## config.mk

```make
export PLATFORM = sky130hd
export DESIGN_NAME = cpuCore
export DESIGN_NICKNAME = d
export VERILOG_FILES = /design/src/isaPkg.sv /design/src/ctrlPkg.sv /design/src/alu.sv /design/src/regFile.sv /design/src/fetchUnit.sv /design/src/controlUnit.sv /design/src/execUnit.sv /design/src/memAccess.sv /design/src/cpuCore.sv
export SDC_FILE = /design/constraint.sdc
export NUM_CORES = 1
export LEC_CHECK = 0
export ABC_AREA = 1
export BUFFER_PORTS_ARGS = -buffer_cell sky130_fd_sc_hd__buf_2
export CAP_MARGIN = 20
export CORE_ASPECT_RATIO = 0.6
export CORE_UTILIZATION = 45
export CTS_BUF_LIST = sky130_fd_sc_hd__clkbuf_16
export CTS_CLUSTER_SIZE = 10
export DETAILED_ROUTE_END_ITERATION = 16
export PLACE_DENSITY = 0.71
export SLEW_MARGIN = 10
export SYNTH_ARGS = -nofsm -noshare
export SYNTH_HDL_FRONTEND = slang
export SYNTH_HIERARCHICAL = 1
export SYNTH_SLANG_ARGS = --single-unit
```

## constraint.sdc

```tcl
create_clock -name clk -period 10.3 [get_ports clk]
set_clock_uncertainty 0.15 [all_clocks]
set_input_delay 2.06 -clock clk [delete_from_list [all_inputs] [get_ports clk]]
set_output_delay 2.06 -clock clk [all_outputs]
set_load 0.01 [all_outputs]
```

## src/isaPkg.sv

```systemverilog
`default_nettype none

package isaPkg;

    typedef enum logic [3:0] {
        opBne   = 4'd0,
        opBeq   = 4'd1,
        opBgz   = 4'd2,
        opBlz   = 4'd3,
        opAdi   = 4'd4,
        opOri   = 4'd5,
        opLhi   = 4'd6,
        opLwd   = 4'd7,
        opSwd   = 4'd8,
        opJmp   = 4'd9,
        opJal   = 4'd10,
        opRtype = 4'd15
    } opcodeT;

    typedef enum logic [5:0] {
        fnAdd = 6'd0,
        fnSub = 6'd1,
        fnAnd = 6'd2,
        fnOr  = 6'd3,
        fnNot = 6'd4,
        fnTcp = 6'd5,
        fnShl = 6'd6,
        fnShr = 6'd7,
        fnJpr = 6'd25,
        fnJrl = 6'd26,
        fnWwd = 6'd28,
        fnHlt = 6'd29
    } funcT;

    // [15:12] opcode, [11:10] rs, [9:8] rt, [7:6] rd, [5:0] func.
    typedef struct packed {
        opcodeT     opcode;
        logic [1:0] rs;
        logic [1:0] rt;
        logic [1:0] rd;
        funcT       func;
    } instrT;

    localparam int immWidth    = 8;
    localparam int targetWidth = 12;

    localparam logic [1:0] linkReg = 2'd2;

    // immediate and jump target overlay the low fields.
    function automatic logic [immWidth-1:0] immOf(instrT i);
        return {i.rd, i.func};
    endfunction

    function automatic logic [targetWidth-1:0] targetOf(instrT i);
        return {i.rs, i.rt, i.rd, i.func};
    endfunction

endpackage

`default_nettype wire

```

## src/ctrlPkg.sv

```systemverilog
`default_nettype none

package ctrlPkg;

    typedef enum logic [2:0] {
        stFetch,
        stDecode,
        stExecute,
        stMemory,
        stWriteback,
        stHalted
    } stateT;

    // first eight follow the R-type func codes.
    typedef enum logic [3:0] {
        aluAdd   = 4'd0,
        aluSub   = 4'd1,
        aluAnd   = 4'd2,
        aluOr    = 4'd3,
        aluNot   = 4'd4,
        aluTcp   = 4'd5,
        aluShl   = 4'd6,
        aluShr   = 4'd7,
        aluLhi   = 4'd8,
        aluPassB = 4'd9
    } aluOpT;

    typedef struct packed {
        logic  regDst;
        logic  regWrite;
        logic  aluSrc;
        aluOpT aluOp;
        logic  memRead;
        logic  memWrite;
        logic  memToReg;
        logic  branch;
        logic  jump;
        logic  jumpReg;
        logic  link;
        logic  outWord;
        logic  halt;
    } ctrlT;

    typedef struct packed {
        logic        read;
        logic        write;
        logic [15:0] address;
        logic [15:0] writeData;
    } busReqT;

endpackage

`default_nettype wire

```

## src/alu.sv

```systemverilog
`timescale 1ns/1ps
`default_nettype none

module alu (
    input  logic [15:0]    a,
    input  logic [15:0]    b,
    input  ctrlPkg::aluOpT op,
    output logic [15:0]    result
);

    always_comb begin
        case (op)
            ctrlPkg::aluAdd:   result = a + b;
            ctrlPkg::aluSub:   result = a - b;
            ctrlPkg::aluAnd:   result = a & b;
            ctrlPkg::aluOr:    result = a | b;
            ctrlPkg::aluNot:   result = ~a;
            ctrlPkg::aluTcp:   result = ~a + 16'd1;
            ctrlPkg::aluShl:   result = {a[14:0], 1'b0};
            ctrlPkg::aluShr:   result = {a[15], a[15:1]}; // arithmetic.
            ctrlPkg::aluLhi:   result = {b[7:0], 8'h00};
            ctrlPkg::aluPassB: result = b;
            default:           result = 16'h0000;
        endcase
    end

endmodule

`default_nettype wire

```

## src/regFile.sv

```systemverilog
`timescale 1ns/1ps
`default_nettype none

module regFile (
    input  logic        clk,
    input  logic        reset,
    input  logic [1:0]  readAddr1,
    input  logic [1:0]  readAddr2,
    input  logic [1:0]  writeAddr,
    input  logic [15:0] writeData,
    input  logic        writeEn,
    output logic [15:0] readData1,
    output logic [15:0] readData2
);

    logic [15:0] regs [0:3];

    always_ff @(posedge clk) begin
        if (reset) begin
            for (int i = 0; i < 4; i++) begin
                regs[i] <= 16'h0000;
            end
        end else if (writeEn) begin
            regs[writeAddr] <= writeData;
        end
    end

    // asynchronous reads.
    assign readData1 = regs[readAddr1];
    assign readData2 = regs[readAddr2];

endmodule

`default_nettype wire

```

## src/fetchUnit.sv

```systemverilog
`timescale 1ns/1ps
`default_nettype none

module fetchUnit #(
    parameter logic [15:0] resetVector = 16'h0000
) (
    input  logic            clk,
    input  logic            reset,
    input  logic            fetchGo,
    input  logic            pcLoad,
    input  logic [15:0]     nextPc,
    output ctrlPkg::busReqT fetchReq,
    input  logic [15:0]     readData,
    input  logic            fetchAck,
    output logic            fetchDone,
    output logic [15:0]     pc,
    output isaPkg::instrT   instr
);

    // ------------------------------
    // program counter
    // ------------------------------
    always_ff @(posedge clk) begin
        if (reset) begin
            pc <= resetVector;
        end else if (pcLoad) begin
            pc <= nextPc;
        end
    end

    // ------------------------------
    // instruction register
    // ------------------------------
    always_ff @(posedge clk) begin
        if (fetchGo && fetchAck) begin
            instr <= readData; // word valid on the ready edge.
        end
    end

    always_comb begin
        fetchReq           = '0;
        fetchReq.read      = fetchGo;
        fetchReq.address   = pc;
    end

    assign fetchDone = fetchGo & fetchAck;

endmodule

`default_nettype wire

```

## src/controlUnit.sv

```systemverilog
`timescale 1ns/1ps
`default_nettype none

module controlUnit (
    input  logic           clk,
    input  logic           reset,
    input  isaPkg::instrT  instr,
    input  logic           fetchDone,
    input  logic           dataDone,
    output logic           fetchGo,
    output logic           pcLoad,
    output ctrlPkg::stateT state,
    output ctrlPkg::ctrlT  ctrl,
    output logic           halted
);

    ctrlPkg::ctrlT decoded;

    // ------------------------------
    // instruction decode
    // ------------------------------
    always_comb begin
        decoded       = '0;
        decoded.aluOp = ctrlPkg::aluPassB;
        case (instr.opcode)
            isaPkg::opBne, isaPkg::opBeq, isaPkg::opBgz, isaPkg::opBlz: begin
                decoded.branch = 1'b1;
            end
            isaPkg::opAdi, isaPkg::opOri, isaPkg::opLhi: begin
                decoded.regWrite = 1'b1;
                decoded.aluSrc   = 1'b1;
                decoded.aluOp    = (instr.opcode == isaPkg::opAdi) ? ctrlPkg::aluAdd :
                                   (instr.opcode == isaPkg::opOri) ? ctrlPkg::aluOr :
                                                                     ctrlPkg::aluLhi;
            end
            isaPkg::opLwd: begin
                decoded.regWrite = 1'b1;
                decoded.aluSrc   = 1'b1;
                decoded.aluOp    = ctrlPkg::aluAdd; // base plus offset.
                decoded.memRead  = 1'b1;
                decoded.memToReg = 1'b1;
            end
            isaPkg::opSwd: begin
                decoded.aluSrc   = 1'b1;
                decoded.aluOp    = ctrlPkg::aluAdd;
                decoded.memWrite = 1'b1;
            end
            isaPkg::opJmp: begin
                decoded.jump = 1'b1;
            end
            isaPkg::opJal: begin
                decoded.jump     = 1'b1;
                decoded.link     = 1'b1;
                decoded.regWrite = 1'b1;
            end
            isaPkg::opRtype: begin
                case (instr.func)
                    isaPkg::fnAdd, isaPkg::fnSub, isaPkg::fnAnd, isaPkg::fnOr,
                    isaPkg::fnNot, isaPkg::fnTcp, isaPkg::fnShl, isaPkg::fnShr: begin
                        decoded.regDst   = 1'b1;
                        decoded.regWrite = 1'b1;
                        decoded.aluOp    = ctrlPkg::aluOpT'({1'b0, instr.func[2:0]});
                    end
                    isaPkg::fnJpr: decoded.jumpReg = 1'b1;
                    isaPkg::fnJrl: begin
                        decoded.jumpReg  = 1'b1;
                        decoded.link     = 1'b1;
                        decoded.regWrite = 1'b1;
                    end
                    isaPkg::fnWwd: decoded.outWord = 1'b1;
                    isaPkg::fnHlt: decoded.halt = 1'b1;
                    default: ; // unknown func runs as a no-op.
                endcase
            end
            default: ;
        endcase
    end

    // ------------------------------
    // state machine
    // ------------------------------
    always_ff @(posedge clk) begin
        if (reset) begin
            state <= ctrlPkg::stFetch;
            ctrl  <= '0;
        end else begin
            case (state)
                ctrlPkg::stFetch: begin
                    if (fetchDone) begin
                        state <= ctrlPkg::stDecode;
                    end
                end
                ctrlPkg::stDecode: begin
                    ctrl  <= decoded; // held until the next decode.
                    state <= ctrlPkg::stExecute;
                end
                ctrlPkg::stExecute: begin
                    if (ctrl.halt) begin
                        state <= ctrlPkg::stHalted;
                    end else if (ctrl.memRead || ctrl.memWrite) begin
                        state <= ctrlPkg::stMemory;
                    end else begin
                        state <= ctrlPkg::stWriteback;
                    end
                end
                ctrlPkg::stMemory: begin
                    if (dataDone) begin
                        state <= ctrlPkg::stWriteback;
                    end
                end
                ctrlPkg::stWriteback: state <= ctrlPkg::stFetch;
                default: state <= ctrlPkg::stHalted; // only reset leaves.
            endcase
        end
    end

    assign fetchGo = (state == ctrlPkg::stFetch);
    assign pcLoad  = (state == ctrlPkg::stExecute);
    assign halted  = (state == ctrlPkg::stHalted);

endmodule

`default_nettype wire

```

## src/execUnit.sv

```systemverilog
`timescale 1ns/1ps
`default_nettype none

module execUnit (
    input  logic            clk,
    input  logic            reset,
    input  ctrlPkg::stateT  state,
    input  ctrlPkg::ctrlT   ctrl,
    input  isaPkg::instrT   instr,
    input  logic [15:0]     pc,
    input  logic [15:0]     loadData,
    input  logic            dataDone,
    output logic [15:0]     nextPc,
    output ctrlPkg::busReqT dataReq,
    output logic [1:0]      regWriteAddr,
    output logic [15:0]     regWriteData,
    output logic            regWriteEn,
    output logic [15:0]     outputData,
    output logic            outputValid
);

    logic [7:0]  imm;
    logic [15:0] rsData;
    logic [15:0] rtData;
    logic [15:0] immSext;
    logic [15:0] aluB;
    logic [15:0] aluResult;
    logic [15:0] pcPlusOne;
    logic [15:0] resultReg;
    logic [15:0] loadWord;
    logic        taken;
    logic        inMemory;

    regFile regFile_i (
        .clk       (clk),
        .reset     (reset),
        .readAddr1 (instr.rs),
        .readAddr2 (instr.rt),
        .writeAddr (regWriteAddr),
        .writeData (regWriteData),
        .writeEn   (regWriteEn),
        .readData1 (rsData),
        .readData2 (rtData)
    );

    assign imm     = isaPkg::immOf(instr);
    assign immSext = {{8{imm[7]}}, imm};
    // ori takes the immediate zero extended.
    assign aluB = !ctrl.aluSrc                   ? rtData :
                  (instr.opcode == isaPkg::opOri) ? {8'h00, imm} : immSext;

    alu alu_i (
        .a      (rsData),
        .b      (aluB),
        .op     (ctrl.aluOp),
        .result (aluResult)
    );

    // ------------------------------
    // branch and next pc
    // ------------------------------
    always_comb begin
        case (instr.opcode)
            isaPkg::opBne: taken = (rsData != rtData);
            isaPkg::opBeq: taken = (rsData == rtData);
            isaPkg::opBgz: taken = ($signed(rsData) > 0);
            isaPkg::opBlz: taken = rsData[15];
            default:       taken = 1'b0;
        endcase
    end

    assign pcPlusOne = pc + 16'd1;

    always_comb begin
        if (ctrl.jumpReg) begin
            nextPc = rsData;
        end else if (ctrl.jump) begin
            nextPc = {pc[15:12], isaPkg::targetOf(instr)}; // stays in the 4K page.
        end else if (ctrl.branch && taken) begin
            nextPc = pcPlusOne + immSext;
        end else begin
            nextPc = pcPlusOne;
        end
    end

    // ------------------------------
    // memory and writeback
    // ------------------------------
    assign inMemory = (state == ctrlPkg::stMemory);

    always_comb begin
        dataReq           = '0;
        dataReq.read      = inMemory & ctrl.memRead;
        dataReq.write     = inMemory & ctrl.memWrite;
        dataReq.address   = aluResult;
        dataReq.writeData = rtData;
    end

    // pc moves at the end of execute, so the link value is kept here.
    always_ff @(posedge clk) begin
        if (state == ctrlPkg::stExecute) begin
            resultReg <= ctrl.link ? pcPlusOne : aluResult;
        end
        if (dataDone) begin
            loadWord <= loadData;
        end
    end

    assign regWriteEn   = (state == ctrlPkg::stWriteback) & ctrl.regWrite;
    assign regWriteAddr = ctrl.link   ? isaPkg::linkReg :
                          ctrl.regDst ? instr.rd : instr.rt;
    assign regWriteData = ctrl.memToReg ? loadWord : resultReg;

    assign outputData  = rsData;
    assign outputValid = (state == ctrlPkg::stExecute) & ctrl.outWord;

endmodule

`default_nettype wire

```

## src/memAccess.sv

```systemverilog
`timescale 1ns/1ps
`default_nettype none

module memAccess (
    input  logic            clk,
    input  logic            reset,
    input  ctrlPkg::busReqT fetchReq,
    input  ctrlPkg::busReqT dataReq,
    input  ctrlPkg::stateT  state,
    output logic            readM,
    output logic            writeM,
    output logic [15:0]     address,
    output logic [15:0]     writeData,
    input  logic            inputReady,
    input  logic            ackOutput,
    output logic            fetchAck,
    output logic            dataDone
);

    ctrlPkg::busReqT sel;
    logic            active;
    logic            busy;
    logic            done;

    assign sel    = (state == ctrlPkg::stMemory) ? dataReq : fetchReq;
    assign active = (state == ctrlPkg::stFetch) | (state == ctrlPkg::stMemory);
    assign busy   = readM | writeM;
    assign done   = (readM & inputReady) | (writeM & ackOutput);

    // ------------------------------
    // strobes
    // ------------------------------
    always_ff @(posedge clk) begin
        if (reset) begin
            readM  <= 1'b0;
            writeM <= 1'b0;
        end else if (done) begin
            readM  <= 1'b0;
            writeM <= 1'b0;
        end else if (!busy && active) begin
            readM  <= sel.read;
            writeM <= sel.write;
        end
    end

    // held steady while a strobe waits.
    always_ff @(posedge clk) begin
        if (!busy) begin
            address   <= sel.address;
            writeData <= sel.writeData;
        end
    end

    assign fetchAck = done & (state == ctrlPkg::stFetch);
    assign dataDone = done & (state == ctrlPkg::stMemory);

endmodule

`default_nettype wire

```

## src/cpuCore.sv

```systemverilog
`timescale 1ns/1ps
`default_nettype none

module cpuCore #(
    parameter logic [15:0] resetVector = 16'h0000
) (
    input  logic        clk,
    input  logic        reset,
    output logic        readM,
    output logic        writeM,
    output logic [15:0] address,
    output logic [15:0] writeData,
    input  logic [15:0] readData,
    input  logic        inputReady,
    input  logic        ackOutput,
    output logic [15:0] outputData,
    output logic        outputValid,
    output logic        halted
);

    logic            fetchGo;
    logic            pcLoad;
    logic            fetchAck;
    logic            fetchDone;
    logic            dataDone;
    logic [15:0]     nextPc;
    logic [15:0]     pc;
    isaPkg::instrT   instr;
    ctrlPkg::stateT  state;
    ctrlPkg::ctrlT   ctrl;
    ctrlPkg::busReqT fetchReq;
    ctrlPkg::busReqT dataReq;

    fetchUnit #(
        .resetVector (resetVector)
    ) fetchUnit_i (
        .clk       (clk),
        .reset     (reset),
        .fetchGo   (fetchGo),
        .pcLoad    (pcLoad),
        .nextPc    (nextPc),
        .fetchReq  (fetchReq),
        .readData  (readData),
        .fetchAck  (fetchAck),
        .fetchDone (fetchDone),
        .pc        (pc),
        .instr     (instr)
    );

    controlUnit controlUnit_i (
        .clk       (clk),
        .reset     (reset),
        .instr     (instr),
        .fetchDone (fetchDone),
        .dataDone  (dataDone),
        .fetchGo   (fetchGo),
        .pcLoad    (pcLoad),
        .state     (state),
        .ctrl      (ctrl),
        .halted    (halted)
    );

    // register file sits inside the execute unit.
    execUnit execUnit_i (
        .clk          (clk),
        .reset        (reset),
        .state        (state),
        .ctrl         (ctrl),
        .instr        (instr),
        .pc           (pc),
        .loadData     (readData),
        .dataDone     (dataDone),
        .nextPc       (nextPc),
        .dataReq      (dataReq),
        .regWriteAddr (),
        .regWriteData (),
        .regWriteEn   (),
        .outputData   (outputData),
        .outputValid  (outputValid)
    );

    memAccess memAccess_i (
        .clk        (clk),
        .reset      (reset),
        .fetchReq   (fetchReq),
        .dataReq    (dataReq),
        .state      (state),
        .readM      (readM),
        .writeM     (writeM),
        .address    (address),
        .writeData  (writeData),
        .inputReady (inputReady),
        .ackOutput  (ackOutput),
        .fetchAck   (fetchAck),
        .dataDone   (dataDone)
    );

endmodule

`default_nettype wire

```

==> results.sh <==
export IMPL_status="completed"
export IMPL_async_flop_share=0
export IMPL_drc_errors=0
export IMPL_crit_family="simple AND/OR/NAND/NOR gates"
export IMPL_worstMarginPinSlew_ps=1083
export IMPL_critical_path_class="reg -> reg"
export IMPL_drt_total_wl_mm=50.30
export IMPL_r2r_end="memAccess_i/address[14]"
export IMPL_grt_pass1_wl_mm=76.38
export IMPL_max_freq_ghz=0.1751
export IMPL_clk_latency_ps=460
export IMPL_grt_usage=0.3184
export IMPL_synth_cell_types=51
export IMPL_finalSetupTns_ps=0
export IMPL_worst_hold_slack_ps=315.6
export IMPL_period_minus_slack_ps=5710
export IMPL_cts_setup_buffers=0
export IMPL_p_total_mw=3.686
export IMPL_powerDensity_nw_per_um2=245.5
export IMPL_ys_flop_type="edfxtp_1"
export IMPL_arrival_ps=5760
export IMPL_cts_buffers=17
export IMPL_die_x_um=229.8
export IMPL_slowest_delay_ps=820
export IMPL_grt_max_degree=37
export IMPL_place_hpwl_mm=38.05
export IMPL_core_area_um2=30290
export IMPL_worstReg2RegStart="fetchUnit_i/instr[8]"
export IMPL_register_area_um2=5045
export IMPL_slew_headroom=0.2757
export IMPL_setup_viol=0
export IMPL_antenna_found_initial=2
export IMPL_io_buffers=71
export IMPL_rsz0062_at_grt="no"
export IMPL_final_area_um2=15020
export IMPL_final_net_count=2163
export IMPL_cts_tree="done"
export IMPL_finalHoldViolations=0
export IMPL_min_from="controlUnit_i/ctrl[1]"
export IMPL_cts_sinks=180
export IMPL_hold_path_end="controlUnit_i/ctrl[1]"
export IMPL_dieArea_um2=31880
export IMPL_yosysWarnings=6
export IMPL_place_gp_congestion=1.015
export IMPL_drive_above_1_share=0.09314
export IMPL_area_growth_pct=7.133
export IMPL_critPathSlowestCell="inv_1"
export IMPL_synth_edf_count=144
export IMPL_cp_common_cell="nand2_1"
export IMPL_end_kind="register"
export IMPL_rows=49
export IMPL_netlist_area_um2=14020
export IMPL_start_util=0.4628
export IMPL_drv_cap=0
export IMPL_cp_start_kind="register"
export IMPL_path_buf_inv=6
export IMPL_ir_worst_vdd_mv=0.1972
export IMPL_via_per_inst=5.591
export IMPL_syn_inst=2082
export IMPL_clockBufferDepth=2
export IMPL_clkSlewWorstSetupHoldPaths_ps=70
export IMPL_ys_seq_area_frac=0.3599
export IMPL_routed_via_count=14110
export IMPL_min_period_over_period=0.5544
export IMPL_drt_initial_drc_count=2211
export IMPL_power_leakage_nw=7.374
export IMPL_die_h_um=138.7
export IMPL_grt_pass1_vias=12390
export IMPL_multiInputGateArea_um2=7286
export IMPL_num_io_pins=72
export IMPL_r2r_setup_slack_ps=4590
export IMPL_diodes=0
export IMPL_whs_path_depth=2
export IMPL_critical_path_required_ps=10350
export IMPL_slew_violations=0
export IMPL_clockRootBuffer="clkbuf_16"
export IMPL_critPathMaxFanout=35
export IMPL_ant_nets=0
export IMPL_wl_per_cell_um=19.93
export IMPL_place_ws_ps=4905
export IMPL_cts_resized=0
export IMPL_hold_class="reg -> reg"
export IMPL_firstDrtPassIters=9
export IMPL_placed_area_um2=14420
export IMPL_ys_seq_elements=180
export IMPL_overflow=0
export IMPL_final_setup_worst_slack_ps=4590
export IMPL_nFillCells=3079
export IMPL_reg2reg_depth=26
export IMPL_cts_htree_levels=4
export IMPL_avgSynthCellArea_um2=6.732
export IMPL_ctsHoldBuffers=0
synthesized netlist by cell type, types with 16 or more instances:
master | n | area, µm²
inv_1 | 288 | 1081
a21oi_1 | 67 | 335.3
mux2_2 | 16 | 180.2
edfxtp_1 | 144 | 4324
clkbuf_1 | 17 | 63.81
nand2_1 | 717 | 2691
buf_2 | 28 | 140.1
nand4_1 | 19 | 118.9
nor2_1 | 230 | 863.3
xor2_1 | 25 | 219.0
o21ai_0 | 53 | 265.3
ha_1 | 39 | 488.0
nor3_1 | 26 | 130.1
buf_4 | 39 | 292.8
nand3_1 | 185 | 925.9
dfxtp_1 | 36 | 720.7
cell type report:
cell class,instances,area share
multi-input combinational,1521,0.4852
sequential,180,0.3360
inverter,299,0.07483
tap,408,0.03400
timing repair buffer,83,0.03183
clock buffer,17,0.02833
clock inverter,15,0.009833
kinds of logic (layout without fill, tap and decap cells):
| kind of cell | Yosys count | in the layout | synth area share |
|---|---|---|---|
| AO/OA/AOI/OAI | 178 | 178 | 0.07213 |
| flip-flops | 180 | 180 | 0.3599 |
| multiplexers | 16 | 16 | 0.01285 |
| buffers and inverters | 397 | 414 | 0.1260 |
| other | 1 | 17 | 0.0002676 |
| XOR/XNOR | 31 | 31 | 0.01937 |
| AND/OR/NAND/NOR | 1238 | 1238 | 0.3717 |
| adder cells (fa/ha/maj) | 41 | 41 | 0.03767 |
worst max path at each step:
stage	from	end	slack, ps	cells past startpoint
after floorplan	controlUnit_i/state[1]	outputValid	5980	3
after global placement	fetchUnit_i/instr[8]	memAccess_i/address[14]	4990	26
after detailed placement	fetchUnit_i/instr[8]	memAccess_i/address[14]	4900	26
after CTS	fetchUnit_i/instr[8]	memAccess_i/address[14]	4850	26
after global routing	fetchUnit_i/instr[8]	memAccess_i/address[14]	4170	26
final	fetchUnit_i/instr[8]	memAccess_i/address[14]	4590	26
metal layers:
metal | vias to the layer above | share of wire | global-route usage
li1 | 6608 | - | -
met1 | 6501 | 0.47 | 0.4976
met2 | 907 | 0.38 | 0.4146
met3 | 91 | 0.14 | 0.09560
met4 | 0 | 0.019 | 0.08052
met5 | - | 0 | 0
placed cells by master (no fill, tap or decap), types with 13 or more instances in the layout:
master | Yosys | final
a21oi_1 | 67 | 67
buf_2 | 28 | 71
clkbuf_16 | 0 | 17
conb_1 | 1 | 17
dfxtp_1 | 36 | 36
edfxtp_1 | 144 | 144
ha_1 | 39 | 39
inv_1 | 288 | 288
mux2_2 | 16 | 16
nand2_1 | 717 | 717
nand3_1 | 185 | 185
nand4_1 | 19 | 19
nor2_1 | 230 | 228
nor2_2 | 13 | 14
nor3_1 | 26 | 25
o21ai_0 | 53 | 52
o22ai_1 | 13 | 13
xor2_1 | 25 | 25
worst min-delay path: cells and delay by family (launching register included):
kind            cells  cell delay [ps]
flops               1              310
simple gates        1               60
compound gates      1               60
per-stage QoR:
step | instances | util
after floorplan | 2098 | -
after global routing | 2523 | 0.4958
final | 2523 | 0.4958
after CTS | 2522 | 0.4949
after global placement | 2489 | 0.4753
after detailed placement | 2490 | 0.4760
sequential cells by signal, indices dropped and copies added, names as in the netlist:
name and flops:
controlUnit_i/ctrl 15, execUnit_i/loadWord 16, memAccess_i/writeData 16, fetchUnit_i/instr 16
memAccess_i/writeM 1, memAccess_i/readM 1, controlUnit_i/state 3, memAccess_i/address 16
fetchUnit_i/pc 16, execUnit_i/resultReg 16, execUnit_i/regFile_i/regs 64
power breakdown:
| group | switching, mW | internal (mW) | total [mW] |
|---|---|---|---|
| Combinational | 1.33 | 0.605 | 1.93 |
| Sequential | 0.133 | 0.966 | 1.10 |
| Clock | 0.319 | 0.338 | 0.657 |
Power figures use the tool's default switching activity.
